[config.mk]
export PLATFORM = sky130hd
export DESIGN_NAME = peakHistogram
export DESIGN_NICKNAME = d
export VERILOG_FILES = /design/src/verilog/histPkg.sv /design/src/verilog/countBus.sv /design/src/verilog/passSequencer.sv /design/src/verilog/binMapper.sv /design/src/verilog/binCounterRam.sv /design/src/verilog/peakTracker.sv /design/src/verilog/peakHistogram.sv
export SDC_FILE = /design/constraint.sdc
export NUM_CORES = 1
export LEC_CHECK = 0
export ABC_CLOCK_PERIOD_IN_PS = 12350
export BUFFER_PORTS_ARGS = -buffer_cell sky130_fd_sc_hd__buf_2
export CORE_ASPECT_RATIO = 2
export CORE_MARGIN = 2
export CORE_UTILIZATION = 44
export CTS_CLUSTER_DIAMETER = 60
export CTS_CLUSTER_SIZE = 40
export DETAILED_ROUTE_END_ITERATION = 8
export PLACE_DENSITY = 0.67
export SYNTH_ARGS = -nofsm -noshare
export SYNTH_HDL_FRONTEND = slang
export SYNTH_HIERARCHICAL = 1
export SYNTH_SLANG_ARGS = --single-unit
[constraint.sdc]
create_clock -name clk -period 12.35 [get_ports clk]
set_input_delay 0 -clock clk [delete_from_list [all_inputs] [get_ports clk]]
set_output_delay 0 -clock clk [all_outputs]
set_load 0.05 [all_outputs]
[src/verilog/histPkg.sv]
package histPkg;

    // sample width and bin address width
    localparam int NP = 8;
    localparam int NB = 4;

    // frame geometry defaults
    // the top level overrides these through its own parameters
    localparam int PIXEL_NUM = 4;
    localparam int DATA_NUM = 3;
    localparam int ACQ_NUM = 2;

    // wide enough for DATA_NUM * ACQ_NUM hits in one bin
    localparam int COUNT_W = 6;

    // raw sample value
    typedef logic [NP-1:0] sample_t;

    // histogram bin address, coarse or fine
    typedef logic [NB-1:0] bin_t;

    // pixel index, up to four pixels
    typedef logic [1:0] pixel_t;

    // hit count of one bin
    typedef logic [COUNT_W-1:0] count_t;

    // pass state
    // coarse and fine collect samples, report streams results,
    // clear wipes the histogram between passes
    typedef enum logic [1:0] {
        PASS_COARSE,
        PASS_FINE,
        PASS_REPORT,
        PASS_CLEAR
    } pass_t;

endpackage

[src/verilog/countBus.sv]
`timescale 1ns/1ps

// one updated bin count, from the histogram memory to the peak tracker
interface countBus;

    // single cycle strobe, one per binned sample
    logic valid;

    // pixel that owns the bin
    histPkg::pixel_t pixel;

    // bin address inside that pixel's histogram
    histPkg::bin_t bin;

    // bin count after the increment
    histPkg::count_t count;

    // memory side drives everything
    modport ram (
        output valid,
        output pixel,
        output bin,
        output count
    );

    // tracker side only listens
    modport tracker (
        input valid,
        input pixel,
        input bin,
        input count
    );

endinterface

[src/verilog/passSequencer.sv]
`timescale 1ns/1ps

module passSequencer #(
    parameter int PIXEL_NUM = histPkg::PIXEL_NUM,
    parameter int DATA_NUM = histPkg::DATA_NUM,
    parameter int ACQ_NUM = histPkg::ACQ_NUM
) (
    input logic clk,
    input logic combin_res,
    input logic sampleValid,
    output logic accept,
    output histPkg::pixel_t pixel,
    output histPkg::pass_t pass,
    output logic clear,
    output logic busy
);

    // counter widths, at least one bit each
    localparam int IN_W = (DATA_NUM > 1) ? $clog2(DATA_NUM) : 1;
    localparam int ACQ_W = (ACQ_NUM > 1) ? $clog2(ACQ_NUM) : 1;

    logic [IN_W-1:0] inputCount;
    logic [ACQ_W-1:0] acqCount;
    logic inputLast;
    logic pixelLast;
    logic acqLast;
    logic passLast;
    // pass toggle, high once the coarse histogram has been taken
    logic fineSel;

    // samples are dropped while busy
    assign accept = sampleValid && !busy;

    assign inputLast = (inputCount == IN_W'(DATA_NUM - 1));
    assign pixelLast = (pixel == histPkg::pixel_t'(PIXEL_NUM - 1));
    assign acqLast = (acqCount == ACQ_W'(ACQ_NUM - 1));

    // final sample of the whole pass
    assign passLast = accept && inputLast && pixelLast && acqLast;

    assign clear = (pass == histPkg::PASS_CLEAR);

    always_ff @(posedge clk or negedge combin_res) begin
        if (!combin_res) begin
            inputCount <= '0;
            acqCount <= '0;
            pixel <= '0;
            pass <= histPkg::PASS_COARSE;
            busy <= 1'b0;
            fineSel <= 1'b0;
        end else begin
            case (pass)
                histPkg::PASS_COARSE, histPkg::PASS_FINE: begin
                    if (busy) begin
                        // drain cycle, last count reaches the tracker
                        if (pass == histPkg::PASS_COARSE) begin
                            pass <= histPkg::PASS_CLEAR;
                        end else begin
                            pass <= histPkg::PASS_REPORT;
                        end
                    end else if (accept) begin
                        // sample -> pixel -> acquisition nesting
                        if (inputLast) begin
                            inputCount <= '0;
                            if (pixelLast) begin
                                pixel <= '0;
                                if (acqLast) begin
                                    acqCount <= '0;
                                end else begin
                                    acqCount <= acqCount + 1'b1;
                                end
                            end else begin
                                pixel <= pixel + 1'b1;
                            end
                        end else begin
                            inputCount <= inputCount + 1'b1;
                        end
                        if (passLast) begin
                            busy <= 1'b1;
                        end
                    end
                end
                histPkg::PASS_REPORT: begin
                    // pixel counter doubles as report index
                    if (pixelLast) begin
                        pixel <= '0;
                        pass <= histPkg::PASS_CLEAR;
                    end else begin
                        pixel <= pixel + 1'b1;
                    end
                end
                histPkg::PASS_CLEAR: begin
                    // single clear cycle, then pick the next pass
                    busy <= 1'b0;
                    fineSel <= !fineSel;
                    if (fineSel) begin
                        pass <= histPkg::PASS_COARSE;
                    end else begin
                        pass <= histPkg::PASS_FINE;
                    end
                end
            endcase
        end
    end

endmodule

[src/verilog/binMapper.sv]
`timescale 1ns/1ps

module binMapper (
    input logic accept,
    input histPkg::sample_t sample,
    input histPkg::pass_t pass,
    input histPkg::bin_t coarseBin,
    output logic hit,
    output histPkg::bin_t bin,
    output histPkg::sample_t windowLow
);

    // coarse bin to sample scale
    localparam int SHIFT = histPkg::NP - histPkg::NB;

    // half window below the centre
    localparam histPkg::sample_t HALF = histPkg::sample_t'(2 ** (histPkg::NB - 1));

    // window spans one full fine histogram
    localparam histPkg::sample_t SPAN = histPkg::sample_t'(2 ** histPkg::NB - 1);

    // highest low edge that keeps the window inside the sample range
    localparam histPkg::sample_t LOW_MAX =
        histPkg::sample_t'(2 ** histPkg::NP - 2 ** histPkg::NB);

    histPkg::sample_t centre;
    histPkg::sample_t windowHigh;
    logic inWindow;

    assign centre = histPkg::sample_t'(coarseBin) << SHIFT;

    // low edge with clamping at both ends
    always_comb begin
        if (centre < HALF) begin
            windowLow = '0;
        end else if ((centre - HALF) > LOW_MAX) begin
            windowLow = LOW_MAX;
        end else begin
            windowLow = centre - HALF;
        end
    end

    // cannot overflow, low edge is at most LOW_MAX
    assign windowHigh = windowLow + SPAN;

    assign inWindow = (sample >= windowLow) && (sample <= windowHigh);

    always_comb begin
        case (pass)
            histPkg::PASS_COARSE: begin
                // top bits pick the coarse bin
                hit = accept;
                bin = sample[histPkg::NP-1 -: histPkg::NB];
            end
            histPkg::PASS_FINE: begin
                // unit resolution relative to the low edge
                // outside samples are still counted by the sequencer
                hit = accept && inWindow;
                bin = histPkg::bin_t'(sample - windowLow);
            end
            default: begin
                hit = 1'b0;
                bin = sample[histPkg::NP-1 -: histPkg::NB];
            end
        endcase
    end

endmodule

[src/verilog/binCounterRam.sv]
`timescale 1ns/1ps

module binCounterRam #(
    parameter int PIXEL_NUM = histPkg::PIXEL_NUM
) (
    input logic clk,
    input logic combin_res,
    input logic hit,
    input histPkg::pixel_t pixel,
    input histPkg::bin_t bin,
    input logic clear,
    countBus.ram counts
);

    localparam int BINS = 2 ** histPkg::NB;
    localparam int DEPTH = PIXEL_NUM * BINS;
    localparam int ADDR_W = $bits(histPkg::pixel_t) + histPkg::NB;

    // all pixel histograms side by side
    histPkg::count_t mem [DEPTH];

    // one bit per bin, a cleared bit means count zero
    logic [DEPTH-1:0] binValid;

    logic [ADDR_W-1:0] addr;
    histPkg::count_t nextCount;

    // pixel picks the histogram, bin the entry
    assign addr = {pixel, bin};

    // read-modify-write, a stale entry restarts at one
    assign nextCount = binValid[addr] ? histPkg::count_t'(mem[addr] + 1'b1)
                                      : histPkg::count_t'(1);

    always_ff @(posedge clk or negedge combin_res) begin
        if (!combin_res) begin
            binValid <= '0;
            counts.valid <= 1'b0;
        end else begin
            counts.valid <= hit;
            // whole memory empties in one cycle
            if (clear) begin
                binValid <= '0;
            end else if (hit) begin
                binValid[addr] <= 1'b1;
            end
        end
    end

    // count storage and the outgoing update
    always_ff @(posedge clk) begin
        if (hit) begin
            mem[addr] <= nextCount;
            counts.pixel <= pixel;
            counts.bin <= bin;
            counts.count <= nextCount;
        end
    end

endmodule

[src/verilog/peakTracker.sv]
`timescale 1ns/1ps

module peakTracker #(
    parameter int PIXEL_NUM = histPkg::PIXEL_NUM
) (
    input logic clk,
    input logic combin_res,
    input histPkg::pass_t pass,
    input histPkg::pixel_t pixel,
    input histPkg::sample_t windowLow,
    input logic clear,
    countBus.tracker counts,
    output histPkg::bin_t coarseBin,
    output logic resultValid,
    output histPkg::pixel_t resultPixel,
    output histPkg::bin_t resultCoarse,
    output histPkg::sample_t resultFine
);

    // running maximum and its bin, per pixel
    histPkg::count_t maxCount [PIXEL_NUM];
    histPkg::bin_t peakBin [PIXEL_NUM];

    // coarse peak and fine window low edge, per pixel
    histPkg::bin_t coarseStore [PIXEL_NUM];
    histPkg::sample_t lowStore [PIXEL_NUM];

    // set once the fine results went out
    // tells the two clear cycles apart
    logic reported;

    always_ff @(posedge clk or negedge combin_res) begin
        if (!combin_res) begin
            for (int i = 0; i < PIXEL_NUM; i++) begin
                maxCount[i] <= '0;
                peakBin[i] <= '0;
            end
            reported <= 1'b0;
        end else begin
            if (clear) begin
                for (int i = 0; i < PIXEL_NUM; i++) begin
                    maxCount[i] <= '0;
                    peakBin[i] <= '0;
                end
                reported <= 1'b0;
            end else begin
                // strictly greater, a tie keeps the earlier bin
                if (counts.valid && (counts.count > maxCount[counts.pixel])) begin
                    maxCount[counts.pixel] <= counts.count;
                    peakBin[counts.pixel] <= counts.bin;
                end
                if (pass == histPkg::PASS_REPORT) begin
                    reported <= 1'b1;
                end
            end
        end
    end

    always_ff @(posedge clk) begin
        // end of coarse pass, peaks become window centres
        if (clear && !reported) begin
            for (int i = 0; i < PIXEL_NUM; i++) begin
                coarseStore[i] <= peakBin[i];
            end
        end
        // low edge of the pixel being sampled
        if (pass == histPkg::PASS_FINE) begin
            lowStore[pixel] <= windowLow;
        end
    end

    // window lookup for the mapper
    assign coarseBin = coarseStore[pixel];

    // one pixel per report cycle
    assign resultValid = (pass == histPkg::PASS_REPORT);
    assign resultPixel = pixel;
    assign resultCoarse = coarseStore[pixel];

    // absolute fine peak
    assign resultFine = lowStore[pixel] + histPkg::sample_t'(peakBin[pixel]);

endmodule

[src/verilog/peakHistogram.sv]
`timescale 1ns/1ps

module peakHistogram #(
    parameter int PIXEL_NUM = histPkg::PIXEL_NUM,
    parameter int DATA_NUM = histPkg::DATA_NUM,
    parameter int ACQ_NUM = histPkg::ACQ_NUM
) (
    input logic clk,
    input logic combin_res,
    input logic sampleValid,
    input histPkg::sample_t sample,
    output logic busy,
    output logic resultValid,
    output histPkg::pixel_t resultPixel,
    output histPkg::bin_t resultCoarse,
    output histPkg::sample_t resultFine
);

    // sequencer outputs
    logic accept;
    histPkg::pixel_t pixel;
    histPkg::pass_t pass;
    logic clear;

    // mapper outputs
    logic hit;
    histPkg::bin_t bin;
    histPkg::sample_t windowLow;

    // coarse peak of the current pixel
    histPkg::bin_t coarseBin;

    // bin updates, memory to tracker
    countBus counts ();

    passSequencer #(
        .PIXEL_NUM(PIXEL_NUM),
        .DATA_NUM(DATA_NUM),
        .ACQ_NUM(ACQ_NUM)
    ) uSequencer (
        .clk(clk),
        .combin_res(combin_res),
        .sampleValid(sampleValid),
        .accept(accept),
        .pixel(pixel),
        .pass(pass),
        .clear(clear),
        .busy(busy)
    );

    binMapper uMapper (
        .accept(accept),
        .sample(sample),
        .pass(pass),
        .coarseBin(coarseBin),
        .hit(hit),
        .bin(bin),
        .windowLow(windowLow)
    );

    binCounterRam #(
        .PIXEL_NUM(PIXEL_NUM)
    ) uRam (
        .clk(clk),
        .combin_res(combin_res),
        .hit(hit),
        .pixel(pixel),
        .bin(bin),
        .clear(clear),
        .counts(counts)
    );

    peakTracker #(
        .PIXEL_NUM(PIXEL_NUM)
    ) uTracker (
        .clk(clk),
        .combin_res(combin_res),
        .pass(pass),
        .pixel(pixel),
        .windowLow(windowLow),
        .clear(clear),
        .counts(counts),
        .coarseBin(coarseBin),
        .resultValid(resultValid),
        .resultPixel(resultPixel),
        .resultCoarse(resultCoarse),
        .resultFine(resultFine)
    );

endmodule

* Word-level counts from Yosys, hierarchy flattened
Memory sizes are Yosys's and may differ from the RTL's.
Index checks and enable logic that the tools add are counted.
** Operators by class
- $add $sub $neg :: 8
- $lt $le $gt $ge :: 10
- Eq/ne operators :: 10
- Multiplexer cells :: 51
- Bitwise gates (word level) :: 4
- Reduce and logical (&&, ||, !) cells :: 24
** Operator list (number)
- $mux W64 :: 2
- $or A64 B64 Y64 :: 1
- $mux W24 :: 2
- $mux W16 :: 2
- $bwmux W24 :: 1
- $mux W6 :: 4
- $bwmux W16 :: 1
- $mux W1 :: 16
- $mux W4 :: 4
- $mux W8 :: 2
- $mux W2 :: 7
- $bmux W6 S2 :: 1
- $demux W6 S2 :: 1
- $logic_and A1 B1 Y1 :: 10
- $reduce_bool A2 Y1 :: 5
- $add A8 B4 Y8 :: 1
- $add A8 B4 Y8 const B :: 1
- $bmux W4 S2 :: 1
- $demux W4 S2 :: 1
- $eq A2 B2 Y1 const B :: 4
- $ge A8 B8 Y1 :: 1
- $gt A8 B8 Y1 const B :: 1
- $le A8 B8 Y1 :: 1
- $lt A8 B4 Y1 const B :: 1
- other kinds (27) :: 36
** Word-level totals
- Register bits :: 127
- RAM bits :: 432
- Input bits :: 11
- Output and inout port bits :: 16
- Word-level logic and storage cells :: 130
- Memories kept :: 3
** Memories
- uRam.mem :: depth 64, width 6, rd ports 1, clocked after Yosys merged registers in 0, write ports 1, RTL line binCounterRam.sv:20 : histPkg::count_t mem [DEPTH];
- uTracker.lowStore :: depth 4, width 8, rd ports 1, clocked after Yosys merged registers in 0, write ports 1, RTL line peakTracker.sv:26 : histPkg::sample_t lowStore [PIXEL_NUM];
- uTracker.coarseStore :: depth 4, width 4, rd ports 1, clocked after Yosys merged registers in 0, write ports 4, RTL line peakTracker.sv:25 : histPkg::bin_t coarseStore [PIXEL_NUM];

* Logic depth before layout (Yosys ltp)
Gate-level depths: netlist of the first run.
An unclocked memory read counts as a cell.
- Word-level depth :: 14
- Mapped depth :: 20
- Mapped depth without buffers :: 18

* By module
The synthesis of the first run kept the hierarchy.
** By module, submodules not included
- binCounterRam :: times used 1, cells an instance 1147, area an instance 18098.6 um^2, seq. area each 13518.0 um^2
- peakTracker :: times used 1, cells an instance 285, area an instance 4290.4 um^2, seq. area each 2467.4 um^2
- binMapper :: times used 1, cells an instance 69, area an instance 513.0 um^2, seq. area each 0.0 um^2
- passSequencer :: times used 1, cells an instance 38, area an instance 434.2 um^2, seq. area each 225.2 um^2

* Worst setup path before layout of the first run
OpenSTA, ideal clock, no wires.
- Path type :: register to register
- Start point :: reg uSequencer.pixel[0]
- End point :: reg uRam.counts.count[4], data pin
- Setup time :: 0.503 ns
- Data arrival time :: 5.637 ns
- Data required time :: 11.847 ns
- Path slack :: 6.210 ns
- Stages on the path, launching flop included :: 18
- Period minus slack after synthesis :: 6.140 ns
- Cells stage by stage :: dfrtp_1 > buf_6 > mux4_2 > inv_1 > ha_1 > nor2b_1 > nand2_1 > ha_1 > mux2_2 > or3b_2 > clkbuf_1 > o211ai_1 > a211oi_1 > nand3_1 > ha_1 > nor3b_1 > xnor2_1 > nor2_1
** On the way
- Longest elaborated chain between the ends :: 10
- Elaborated cells between the ends (all ways) :: 13
- Those cells by class :: 3 x add/sub; 2 x order compare; 6 x mux; 2 x memory
** RTL lines
- start, declared :: RTL line passSequencer.sv:12 : output histPkg::pixel_t pixel,
- start signal, assigned :: RTL line passSequencer.sv:73 : pixel <= pixel + 1'b1;
- start signal, assigned :: RTL line passSequencer.sv:89 : pixel <= pixel + 1'b1;
- $mem_v2 Z4 W4 (*)
- via coarseBin[0] :: RTL line peakHistogram.sv:31 : histPkg::bin_t coarseBin;
- $sub A8 B4 Y8 :: RTL line binMapper.sv:36 : end else if ((centre - HALF) > LOW_MAX) begin
- $gt A8 B8 Y1 :: RTL line binMapper.sv:36
- $mux W8 :: RTL line binMapper.sv:36
- $mux W8 (*) :: RTL line binMapper.sv:34 : if (centre < HALF) begin
- via windowLow[3] :: RTL line peakHistogram.sv:28 : histPkg::sample_t windowLow;
- $sub A4 B4 Y4 (*) :: RTL line binMapper.sv:59 : bin = histPkg::bin_t'(sample - windowLow);
- $mux W4 (*) :: RTL line binMapper.sv:49 : case (pass)
- via bin[3] :: RTL line peakHistogram.sv:27 : histPkg::bin_t bin;
- $mem_v2 Z64 W6 / $bmux W1 S6 (equally long branches)
- $add A6 B1 Y6 / $mux W1 (equally long branches) :: RTL line binCounterRam.sv:32 : assign nextCount = binValid[addr] ? histPkg::count_t'(mem[addr] + 1'b1)
- $mux W6 (*) :: RTL line binCounterRam.sv:32
- via uRam.nextCount[4] :: RTL line binCounterRam.sv:26 : histPkg::count_t nextCount;
- end signal, assigned :: RTL line binCounterRam.sv:56 : counts.count <= nextCount;
- end, declared :: RTL line countBus.sv:23 : output count
The timed path passes the listed nets; every way through them passes the cells marked *. The select of a mux whose other input is x is not followed.
A chain may end at the register's enable or synchronous reset.

* Worst setup path in the final report of the first run
- Start point :: reg uSequencer.pixel[0]
- End point :: mem uRam/mem[44][5] (netlist name), data pin
** On the way
- Longest elaborated chain between the ends :: 10
- Elaborated cells between the ends (all ways) :: 13
- Those cells by class :: 3 x add/sub; 2 x order compare; 6 x mux; 2 x memory
** RTL lines (RTL line)
- $mem_v2 Z4 W4 (*)
- $sub A8 B4 Y8 :: binMapper.sv:36
- $gt A8 B8 Y1 :: binMapper.sv:36
- $mux W8 :: binMapper.sv:36
- $mux W8 (*) :: binMapper.sv:34
- via windowLow[3] :: peakHistogram.sv:28
- $sub A4 B4 Y4 (*) :: binMapper.sv:59
- $mux W4 (*) :: binMapper.sv:49
- via bin[3] :: peakHistogram.sv:27
- $mem_v2 Z64 W6 / $bmux W1 S6 (equally long branches)
- $add A6 B1 Y6 / $mux W1 (equally long branches) :: binCounterRam.sv:32
- $mux W6 (*) :: binCounterRam.sv:32
- via uRam.nextCount[5] :: binCounterRam.sv:26
- end, declared :: binCounterRam.sv:20
Marks and branches as above.

==> impl_metrics.yaml, run 1 <==
worst_setup_path:
  worstPathArrival_ns: 6.95
  end_kind: "flop"
  required_ns: 12.56
  crit_type: "flop to flop"
  start_kind: "flop"
  path_max_fanout: 65
detailed_routing:
  vias_per_cell: 6.156
  drt-total-wl_mm: 64.39
  antenna_left: 0
  vias: 13580
  dr_wl_met2_mm: 35.09
  m1WireLength_mm: 20.71
  wl_met3_mm: 3.278
  drt-pass1-iter-count: 7
  drt-wirelength-per-cell_um: 29.19
  drcViolationCount: 0
  drt-initial-drc-count: 1201
  maxUsedRoutingLayer: "met4"
cts:
  clkTransAtPathRegs_ns: 0.14
  cts-resized-gates: 0
  cts_buffers: 20
  insertion_delay_ns: 0.58
  cts_sinks: 559
  h-tree-depth: 1
  cts_tree: "yes"
  clock_path_buffers: 3
  cts-root-buf: "clkbuf_16"
  cts-hold-fix-buffers: 2
  cts_setup_buffers: 0
synth:
  synthArstFlopShare_pct: 20.57
  syn_inst: 1539
  yosys_register_bits: 559
  synth_edf_count: 444
  ys_seq_area_share_pct: 69.47
  synth_area_mm2: 0.02334
  synth-main-ff-cell: "edfxtp_1"
  yosysUniqueCellTypes: 82
  avgSynthCellArea_um2: 15.16
  yosysWarnings: 6
sta:
  finalSetupViolations: 0
  fin_crit_ns: 6.743
  finalCritPeriodShare_pct: 54.60
  hold_viol_final: 0
  clock.fmax_mhz: 148.3
  slew_headroom_pct: 18.63
  setup_tns_ns: 0
  final.setup_skew_ns: 0.03157
  rsz0062_at_grt: "false"
  worst_pin_slew_ns: 1.216
  slew_viol_final: 0
placement:
  dpl-instance-area_mm2: 0.02408
  gp_congestion: 0.9725
  io_buffer_count: 26
  hpwl_mm: 44.66
cells_and_area:
  nets: 1565
  fillCellCount: 4497
  stdcell_area_mm2: 0.02478
  antennaDiodeCount: 0
  drive_above_1_share_pct: 12.39
  final_core_util_pct: 47.15
  syn_to_final_growth_pct: 6.198
die:
  dieWidth_um: 166.8
  core_mm2: 0.05256
  die_area_mm2: 0.05501
  rows: 119
  ios: 27
  die_h_um: 329.7
  initial_core_util_pct: 44.40
global_routing:
  grt_use_total_pct: 23.32
  grt_max_degree: 77
  overflow: 0
  antenna_found_initial: 0
  grt_pass1_wl_mm: 93.72
  grt_pass1_vias: 14000
pwr:
  p_per_area_mw_per_mm2: 234.1
  ir_worst_vdd_uv: 498.4
  p_leak_nw: 8.880
outcome:
  status: "finished clean"
worst_hold_path:
  hold_class: "input pin to asynchronous set/reset pin"
run:
  cap_violations: 0
per-layer routing:
layer	up-vias	global-route usage, %
met5	-	0
met4	0	16.17
met3	198	2.432
met2	594	44.34
met1	6945	23.69
li1	5843	-
final cells by class:
cell class | instances | area [µm²] | share of cell area [%]
Sequential cell | 559 | 16210 | 65.42
Multi-Input combinational cell | 863 | 6586 | 26.58
Inverter | 28 | 106.4 | 0.4291
Clock buffer | 26 | 544.3 | 2.196
Timing Repair Buffer | 56 | 362.8 | 1.464
Clock inverter | 9 | 137.6 | 0.5554
Tap cell | 665 | 832.0 | 3.357
Yosys cell counts, types with 5 or more instances:
library cell	number	area share [%]
o221ai_1	6	0.23
clkbuf_1	35	0.56
buf_2	18	0.39
a221oi_1	16	0.60
nand2b_1	58	1.6
a22oi_1	57	1.8
buf_1	6	0.097
and3_1	6	0.16
a221o_1	10	0.43
nand3b_1	7	0.23
xnor2_1	8	0.30
o22a_1	5	0.19
a21oi_1	27	0.58
buf_6	10	0.48
nand2_1	39	0.63
nand3_1	19	0.41
nor3b_1	6	0.19
buf_4	22	0.71
xor2_1	5	0.19
mux2i_1	79	3.4
or3_1	5	0.13
and3b_1	5	0.19
o21ai_0	13	0.28
nor2b_1	13	0.35
mux2_2	26	1.3
a21o_1	6	0.19
a22o_1	10	0.38
dfrtp_1	115	12
edfxtp_1	444	57
nand4_1	5	0.13
a211oi_1	5	0.16
nor3_1	8	0.17
nor2_1	221	3.6
o22ai_1	35	0.94
mux4_2	44	4.2
inv_1	25	0.40
ha_1	25	1.3
cells in the final DEF (no fill, tap or decap), types with 5 or more instances in the layout:
master       n
a211oi_1     5
a21o_1       6
a21oi_1     27
a221o_1     10
a221oi_1    16
a22o_1      10
a22oi_1     57
and3_1       6
and3b_1      5
buf_2       25
buf_4       29
clkbuf_1     5
clkbuf_16   21
dfrtp_1    113
edfxtp_1   444
ha_1        25
inv_1       24
mux2_2      24
mux2i_1     79
mux4_2      44
nand2_1     39
nand2b_1    58
nand3_1     19
nand3b_1     7
nand4_1      5
nor2_1     217
nor2b_1     12
nor3_1       7
nor3b_1      5
o21ai_0     13
o221ai_1     6
o22a_1       5
o22ai_1     35
or3_1        5
xnor2_1      8
xor2_1       5
through the flow:
stage | instances | setup WS [ns] | total power [mW] | hold slack [ns]
6_report | 2206 | 5.607 | 5.801 | 0.06076
5_1_grt | 2206 | 5.381 | 6.038 | 0.1251
4_1_cts | 2206 | 5.766 | 5.809 | 0.09868
3_5_place_dp | 2169 | 5.791 | 4.905 | 0.1926
3_3_place_gp | 2169 | 5.886 | 4.850 | 0.1727
2_1_floorplan | 1541 | 6.210 | 4.144 | -0.2956
cell families (layout without fill, tap and decap cells):
logic type / Yosys count / count (layout) / synth area share (%)
flip-flops: 559 / 559 / 69.47
AND/OR/NAND/NOR: 424 / 424 / 8.965
AO/OA/AOI/OAI: 246 / 246 / 7.967
multiplexers: 151 / 151 / 8.986
buffers and inverters: 119 / 119 / 2.686
adder cells (fa/ha/maj): 26 / 26 / 1.426
XOR/XNOR: 13 / 13 / 0.4879
other: 1 / 3 / 0.01607
path summary, 6_finish.rpt:
kind                                                      start                          endpoint  slack (ns)  depth (start not counted)
worst max-delay path            uSequencer/pixel[0]$_DFFE_PN0P_         uRam/mem[44][5]$_DFFE_PP_        5.61                         13
worst min-delay path                                 combin_res  uTracker/maxCount[6]$_DFFE_PN0P_        0.06                          2
worst max register to register  uSequencer/pixel[0]$_DFFE_PN0P_         uRam/mem[44][5]$_DFFE_PP_        5.61                         13
min in group clk                                      sample[7]      uRam/counts.bin[3]$_DFFE_PP_        0.13                          2
worst min register to register   uSequencer/fineSel$_DFFE_PN0N_    uSequencer/fineSel$_DFFE_PN0N_        0.48                          1
max in group asynchronous                            combin_res      uRam/binValid[5]$_DFFE_PN0P_       10.89                          3
worst max-delay path, cell delays in order, from the launching register on:
cell      delay, ns
dfrtp_2        0.47
buf_4          0.44
mux4_2         0.62
nor2b_1        0.30
nand2_1        0.29
ha_1           0.38
mux2_2         0.35
nor3b_1        0.96
nand3_1        0.46
o211ai_1       0.26
a211oi_1       0.18
a311oi_1       0.43
nand3b_1       0.13
mux2_2         1.02
sequential cells by signal, indices dropped and copies added, names as in the netlist, 2 cells and up:
name and flops:
uRam/binValid 64, uRam/counts.bin 4, uRam/counts.count 6, uRam/counts.pixel 2, uRam/mem 384, uSequencer/inputCount 2
uSequencer/pass 2, uSequencer/pixel 2, uTracker/coarseStore 16, uTracker/lowStore 32, uTracker/maxCount 24, uTracker/peakBin 16
power breakdown:
group / switching [mW] / total (mW) / internal [mW]
Clock: 0.584 / 0.928 / 0.344
Combinational: 1.59 / 2.28 / 0.697
Sequential: 0.129 / 2.59 / 2.46
Note: power is estimated with default switching activity, not from simulation.
==> inputs of run 2 (changes only) <==
--- a/config.mk
+++ b/config.mk
@@ -5,7 +5,7 @@
 export SDC_FILE = /design/constraint.sdc
 export NUM_CORES = 1
 export LEC_CHECK = 0
-export ABC_CLOCK_PERIOD_IN_PS = 12350
+export ABC_CLOCK_PERIOD_IN_PS = 6100
 export BUFFER_PORTS_ARGS = -buffer_cell sky130_fd_sc_hd__buf_2
 export CORE_ASPECT_RATIO = 2
 export CORE_MARGIN = 2
@@ -13,7 +13,7 @@
 export CTS_CLUSTER_DIAMETER = 60
 export CTS_CLUSTER_SIZE = 40
 export DETAILED_ROUTE_END_ITERATION = 8
-export PLACE_DENSITY = 0.67
+export PLACE_DENSITY = 0.69
 export SYNTH_ARGS = -nofsm -noshare
 export SYNTH_HDL_FRONTEND = slang
 export SYNTH_HIERARCHICAL = 1
==> constraint.sdc (replaced) <==
create_clock -name clk -period 6.1 [get_ports clk]
set_input_delay 0 -clock clk [delete_from_list [all_inputs] [get_ports clk]]
set_output_delay 0 -clock clk [all_outputs]
set_load 0.05 [all_outputs]
==> run 2 against run 1 <==
Non-clock buffer count rose by 91; cell count increased by 4.3%; global-route usage is 1.3 points higher.
==> impl_metrics.yaml, run 2 (synthesis gave the netlist of run 1 again) <==
global_routing:
  grt_max_degree: 68
  overflow: 0
  grt_pass1_vias: 14630
  grt_pass1_wl_mm: 99.00
  grt_use_total_pct: 24.67
  grtUsageMet2_pct: 45.98
  top_usage_layer: "met2"
  grt.met3_usage_pct: 3.091
  grt_use_met1_pct: 25.31
  antenna_found_initial: 0
pwr:
  ir_worst_vdd_uv: 637.7
  p_per_area_mw_per_mm2: 477.2
  p_sw_share_pct: 39.98
  combPwrFrac_pct: 40.7
  p_int_mw: 7.367
  seqPwrFrac_pct: 42.5
  total_power_mw: 12.27
  p_leak_nw: 9.436
  clkPwrFrac_pct: 16.8
  p_sw_mw: 4.908
worst_setup_path:
  cpMostUsedCell: "ha_1"
  reg2reg_depth: 16
  path_max_fanout: 41
  crit_type: "flop to flop"
  r2r-end: "uRam/mem[11][3]$_DFFE_PP_"
  start_kind: "flop"
  cpMaxStageDelayCell: "mux4_2"
  startpoint: "uSequencer/pixel[0]$_DFFE_PN0P_"
  critPathTopFamily: "simple AND/OR/NAND/NOR gates"
  cp_cell_sequence: "mux4_2 > inv_1 > ha_1 > nor2b_1 > nand2_1 > ha_1 > mux2_2 > and3b_1 > o21ai_0 > o22ai_1 > a21oi_1 > and4_1 > a311oi_2 > xor2_1 > nor2_4 > buf_12"
  crit_buf_inv: 2
  end_kind: "flop"
  worstPathArrival_ns: 6.24
  slowest_delay_ns: 0.63
  required_ns: 6.41
  rrSetupSlack_ns: 0.17
  reg2reg_from: "uSequencer/pixel[0]$_DFFE_PN0P_"
sta:
  slew_viol_final: 0
  fin_crit_ns: 5.932
  worst_pin_slew_ns: 1.381
  clock.fmax_mhz: 168.6
  final.setup_skew_ns: 0.03444
  hold_viol_final: 0
  slew_headroom_pct: 7.459
  finalSetupViolations: 0
  finalCritPeriodShare_pct: 97.24
  rsz0062_at_grt: "true"
  finalWorstSetupSlack_ns: 0.1682
detailed_routing:
  drt-total-wl_mm: 68.28
  drt-wirelength-per-cell_um: 29.67
  drt-initial-drc-count: 1541
  vias: 14150
  vias_per_cell: 6.151
  drt-pass1-iter-count: 5
  antenna_left: 0
  drcViolationCount: 0
cts:
  cts_buffers: 22
  cts-root-buf: "clkbuf_16"
  clkTransAtPathRegs_ns: 0.14
  cts_sinks: 559
  clock_path_buffers: 3
  h-tree-depth: 1
  cts_tree: "yes"
  insertion_delay_ns: 0.61
die:
  die_h_um: 329.7
  dieWidth_um: 166.8
  initial_core_util_pct: 44.40
  die_area_mm2: 0.05501
  ios: 27
  core_mm2: 0.05256
  rows: 119
outcome:
  status: "finished clean"
run:
  cap_violations: 0
cells_and_area:
  layout_commonest_cell: "edfxtp_1"
  regMostFlops: "uRam/mem"
  largest_registers: "uRam/mem x384, uRam/binValid x64, uTracker/lowStore x32"
  final_core_util_pct: 48.93
  syn_to_final_growth_pct: 10.21
  drive_above_1_share_pct: 17.85
  fillCellCount: 4363
  antennaDiodeCount: 0
  nets: 1659
  final_cell_mix: "edfxtp_1, nor2_1, dfrtp_1"
  largest_register_ffs: 384
worst_hold_path:
  hold_class: "input pin to asynchronous set/reset pin"
placement:
  gp_congestion: 0.9833
  pre_cts_slack_ns: -0.1593
  io_buffer_count: 26
  hpwl_mm: 47.14
[run 2: worst max-delay path by stage]
| stage | depth (start not counted) | end | slack, ns |
|---|---|---|---|
| after floorplan | 17 | uRam/counts.count[3]$_DFFE_PP_ | 0.07 |
| after global placement | 15 | uRam/mem[8][3]$_DFFE_PP_ | -0.05 |
| after detailed placement | 15 | uRam/mem[56][3]$_DFFE_PP_ | -0.16 |
| after CTS | 15 | uRam/mem[11][3]$_DFFE_PP_ | 0.009 |
| after global routing | 16 | uRam/mem[62][0]$_DFFE_PP_ | -0.06 |
| final | 16 | uRam/mem[11][3]$_DFFE_PP_ | 0.17 |
[run 2: through the flow]
step                setup TNS, ns  hold slack (ns)  instance area (µm²)  std cells
floorplan                       0          -0.2956                23350       1541
global placement           -1.968           0.1101                24830       2258
detailed placement         -6.087           0.1256                24830       2258
CTS                             0          0.03160                25680       2298
global route              -0.9226          0.05470                25720       2301
finish                          0         0.006916                25720       2301
[run 2: timing repair]
item | CTS | global route
pin swaps | 0 | 2
resized for setup | 1 | 4
endpoints found under the hold margin | 52 | 0
endpoints found under the setup margin | 41 | 135
setup buffers | 0 | 2
hold buffers | 2 | 0
cloned | 0 | 1
[run 2: layer usage]
layer | vias to the layer above | share of wire (%)
li1 | 6015 | -
met1 | 7198 | 32
met2 | 696 | 54
met3 | 244 | 5.8
met4 | 0 | 8.8
met5 | - | 0
[run 2: area by class of cell]
| class | count | area, µm² | share of cell area, % |
|---|---|---|---|
| Clock inverter | 12 | 236.5 | 0.9194 |
| Tap cell | 665 | 832.0 | 3.235 |
| Inverter | 28 | 106.4 | 0.4135 |
| Clock buffer | 26 | 586.8 | 2.282 |
| Sequential cell | 559 | 16210 | 63.03 |
| Timing Repair Buffer | 147 | 1134 | 4.407 |
| Multi-Input combinational cell | 864 | 6613 | 25.71 |
[run 2: power groups by stage]
stage / combinational (mW) / clock [mW] / sequential (mW)
after floorplan: 3.16 / 0 / 5.23
after global placement: 4.82 / 0 / 5.29
after detailed placement: 4.88 / 0 / 5.31
after CTS: 4.90 / 2.10 / 5.23
after global routing: 5.26 / 2.22 / 5.27
final: 4.99 / 2.07 / 5.22
==> inputs of run 3 (changes only) <==
--- a/config.mk
+++ b/config.mk
@@ -5,8 +5,9 @@
 export SDC_FILE = /design/constraint.sdc
 export NUM_CORES = 1
 export LEC_CHECK = 0
-export ABC_CLOCK_PERIOD_IN_PS = 6100
-export BUFFER_PORTS_ARGS = -buffer_cell sky130_fd_sc_hd__buf_2
+export ABC_AREA = 1
+export ABC_CLOCK_PERIOD_IN_PS = 4900
+export BUFFER_PORTS_ARGS = -buffer_cell sky130_fd_sc_hd__buf_4
 export CORE_ASPECT_RATIO = 2
 export CORE_MARGIN = 2
 export CORE_UTILIZATION = 44
==> constraint.sdc (replaced) <==
create_clock -name clk -period 4.9 [get_ports clk]
set_input_delay 0 -clock clk [delete_from_list [all_inputs] [get_ports clk]]
set_output_delay 0 -clock clk [all_outputs]
set_load 0.05 [all_outputs]
==> run 3 against run 2 <==
Wire length grew 1.3%; sequential share of layout area shrank 3.5 points; count of clock-buffer cells in the layout grew 2; synthesized area grew 5.4%; clock skew grew 0.031 ns; worst hold slack gained 0.029 ns; utilization grew 0.33 points; combinational power grew 42%; largest power group is now combinational logic.
==> impl_metrics.yaml, run 3 <==
cells_and_area:
  largest_register_ffs: 384
  nets: 2520
  largest_registers: "uRam/mem x384, uRam/binValid x64, uTracker/lowStore x32"
  antennaDiodeCount: 0
  syn_to_final_growth_pct: 10.70
  layout_commonest_cell: "nand2_1"
  layout.cells.non_filler: 3239
  regMostFlops: "uRam/mem"
  fillCellCount: 4962
  final_core_util_pct: 49.26
  drive_above_1_share_pct: 13.23
  final_cell_mix: "nand2_1, edfxtp_1, nor2_1"
  stdcell_area_mm2: 0.02722
synth:
  yosys.area.top_type: "edfxtp_1"
  synth_area_mm2: 0.02459
  synthMostInstantiatedCell: "nand2_1"
  synth_area_leaders: "edfxtp_1, nand2_1, dfrtp_1"
  yosysUniqueCellTypes: 44
  synthArstFlopShare_pct: 20.57
  synth-main-ff-cell: "edfxtp_1"
  synth_edf_count: 444
  syn_inst: 2406
  synth_top_area_share_pct: 54.22
  ys_seq_area_share_pct: 65.92
  synth_common_cells: "nand2_1, edfxtp_1, nor2_1"
  yosysWarnings: 6
  avgSynthCellArea_um2: 10.22
  yosys_register_bits: 559
pwr:
  clkPwrFrac_pct: 13.9
  ir_worst_vdd_uv: 379.9
  seqPwrFrac_pct: 41.1
  p_int_mw: 8.971
  p_leak_nw: 11.45
  combPwrFrac_pct: 45.0
  p_sw_share_pct: 42.87
  p_per_area_mw_per_mm2: 576.9
  p_sw_mw: 6.733
run:
  cap_violations: 0
sta:
  finalSetupViolations: 0
  worst_pin_slew_ns: 1.328
  fin_crit_ns: 4.596
  finalWorstSetupSlack_ns: 0.3044
  hold_viol_final: 0
  rsz0062_at_grt: "true"
  finalCritPeriodShare_pct: 93.79
  slew_viol_final: 0
  final.setup_skew_ns: 0.06559
  slew_headroom_pct: 10.78
  clock.fmax_mhz: 217.6
  fin_hold_ws_ns: 0.03548
worst_setup_path:
  reg2reg_depth: 24
  r2r-end: "uRam/mem[6][4]$_DFFE_PP_"
  end_kind: "flop"
  cpMaxStageDelayCell: "dfrtp_2"
  cp.depth: 24
  critPathTopFamily: "simple AND/OR/NAND/NOR gates"
  path_max_fanout: 27
  startpoint: "uSequencer/pixel[0]$_DFFE_PN0P_"
  worstPathArrival_ns: 4.97
  start_kind: "flop"
  slowest_delay_ns: 0.46
  crit_buf_inv: 6
  required_ns: 5.27
  reg2reg_from: "uSequencer/pixel[0]$_DFFE_PN0P_"
  crit_path_end: "uRam/mem[6][4]$_DFFE_PP_"
  crit_type: "flop to flop"
  rrSetupSlack_ns: 0.30
  cp_cell_sequence: "inv_2 > nor2_2 > buf_4 > a22oi_1 > nand3_1 > inv_1 > ha_1 > inv_1 > nor2_4 > nand2_1 > ha_1 > mux2_2 > nor3_1 > buf_4 > o21ai_1 > nand2_1 > nor2_1 > nand2_2 > ha_1 > nand3_1 > nand2_1 > nand2_1 > nor2_4 > buf_12"
  cpMostUsedCell: "nand2_1"
outcome:
  status: "finished clean"
placement:
  gp_congestion: 0.9729
  pre_cts_slack_ns: -0.06495
  hpwl_mm: 48.58
  io_buffer_count: 26
  place_inst: 3190
  dpl-instance-area_mm2: 0.02623
worst_hold_path:
  hold_class: "input pin to flop"
global_routing:
  grtUsageMet2_pct: 43.59
  grt.met3_usage_pct: 2.560
  grt_use_total_pct: 23.84
  grt_max_degree: 78
  antenna_found_initial: 0
  grt_pass1_wl_mm: 102.5
  overflow: 0
  top_usage_layer: "met2"
  grt_pass1_vias: 17490
  grt_use_met1_pct: 24.11
die:
  core_mm2: 0.05526
  rows: 122
  dieWidth_um: 171.2
  ios: 27
  initial_core_util_pct: 44.50
  die_h_um: 338.3
  die_area_mm2: 0.05791
cts:
  h-tree-depth: 1
  insertion_delay_ns: 0.59
  cts_buffers: 19
  cts_sinks: 559
  clock_path_buffers: 3
  clkTransAtPathRegs_ns: 0.14
  cts-root-buf: "clkbuf_16"
  cts_tree: "yes"
detailed_routing:
  drt-initial-drc-count: 1803
  drt-wirelength-per-cell_um: 21.35
  drcViolationCount: 0
  antenna_left: 0
  vias: 17480
  drt-total-wl_mm: 69.14
  drt-pass1-iter-count: 5
  vias_per_cell: 5.398
-- run 3: cell types whose count changed in the layout (fill, tap and decap cells not counted), moves of 31 or more --
cell	before	now
nand3_1	19	107
nand2_1	39	823
o21ai_0	13	59
mux2i_1	79	0
nor2_1	216	312
nor2_4	3	34
nand2b_1	58	0
mux4_2	44	0
o21ai_1	0	31
inv_1	24	125
-- run 3: worst min-delay path by stage --
stage | from | end | slack, ns | depth (start not counted)
final | sample[3] | uRam/counts.bin[3]$_DFFE_PP_ | 0.04 | 3
after global routing | sample[3] | uRam/counts.bin[3]$_DFFE_PP_ | 0.04 | 3
after CTS | sample[3] | uRam/counts.bin[3]$_DFFE_PP_ | 0.008 | 3
after detailed placement | combin_res | uRam/binValid[26]$_DFFE_PN0P_ | 0.05 | 1
after global placement | combin_res | uRam/binValid[26]$_DFFE_PN0P_ | 0.04 | 1
after floorplan | combin_res | uRam/binValid[0]$_DFFE_PN0P_ | -0.30 | 0
-- run 3: cell type report --
class	instances	area (µm²)	area share, %
inverter	154	596.8	2.192
sequential	559	16210	59.56
clock buffer	28	519.2	1.908
tap	744	930.9	3.420
clock inverter	5	87.58	0.3218
timing repair buffer	150	1364	5.010
multi-input combinational	1599	7511	27.59
-- run 3: per-layer routing --
metal	part of all wire, %	wire length, µm	vias up
li1	-	-	8037
met1	32	21980	8425
met2	53	36820	773
met3	6.0	4128	249
met4	9.0	6206	0
met5	0	0	-
-- run 3: worst min-delay path, cell delays in order --
cell and delay (ns):
buf_4 0.10, ha_1 0.15, mux2_2 0.24
-- run 3: metrics by stage --
| step | setup TNS, ns | total power [mW] |
|---|---|---|
| finish | 0 | 15.70 |
| global route | -0.02786 | 16.51 |
| CTS | -3.846 | 15.53 |
| detailed placement | -1.487 | 13.38 |
| global placement | 0 | 13.27 |
| floorplan | 0 | 10.87 |
-- run 3: cell families (layout without fill, tap and decap cells) --
group | Yosys count | count (layout) | synth area share [%]
buf+inv | 250 | 337 | 4.737
fa+ha+maj | 26 | 26 | 1.353
other cells | 1 | 3 | 0.01525
simple gates | 1386 | 1386 | 23.23
compound gates | 172 | 172 | 4.279
flops | 559 | 559 | 65.92
mux | 3 | 3 | 0.1374
xor+xnor | 9 | 9 | 0.3206
-- run 3: what timing repair did --
| item | 4_1_cts | 5_1_grt |
|---|---|---|
| hold endpoints to repair | 38 | 0 |
| pin swaps | 0 | 3 |
| buffers inserted | 2 | 9 |
| resized for setup | 11 | 56 |
| hold buffers | 5 | 0 |
| endpoints found under the setup margin | 99 | 616 |
-- run 3: power by group through the flow --
stage | logic, mW | registers [mW] | clock network [mW]
finish | 7.07 | 6.46 | 2.18
global route | 7.63 | 6.51 | 2.37
CTS | 6.85 | 6.46 | 2.22
detailed placement | 6.82 | 6.57 | 0
global placement | 6.73 | 6.54 | 0
floorplan | 4.40 | 6.47 | 0
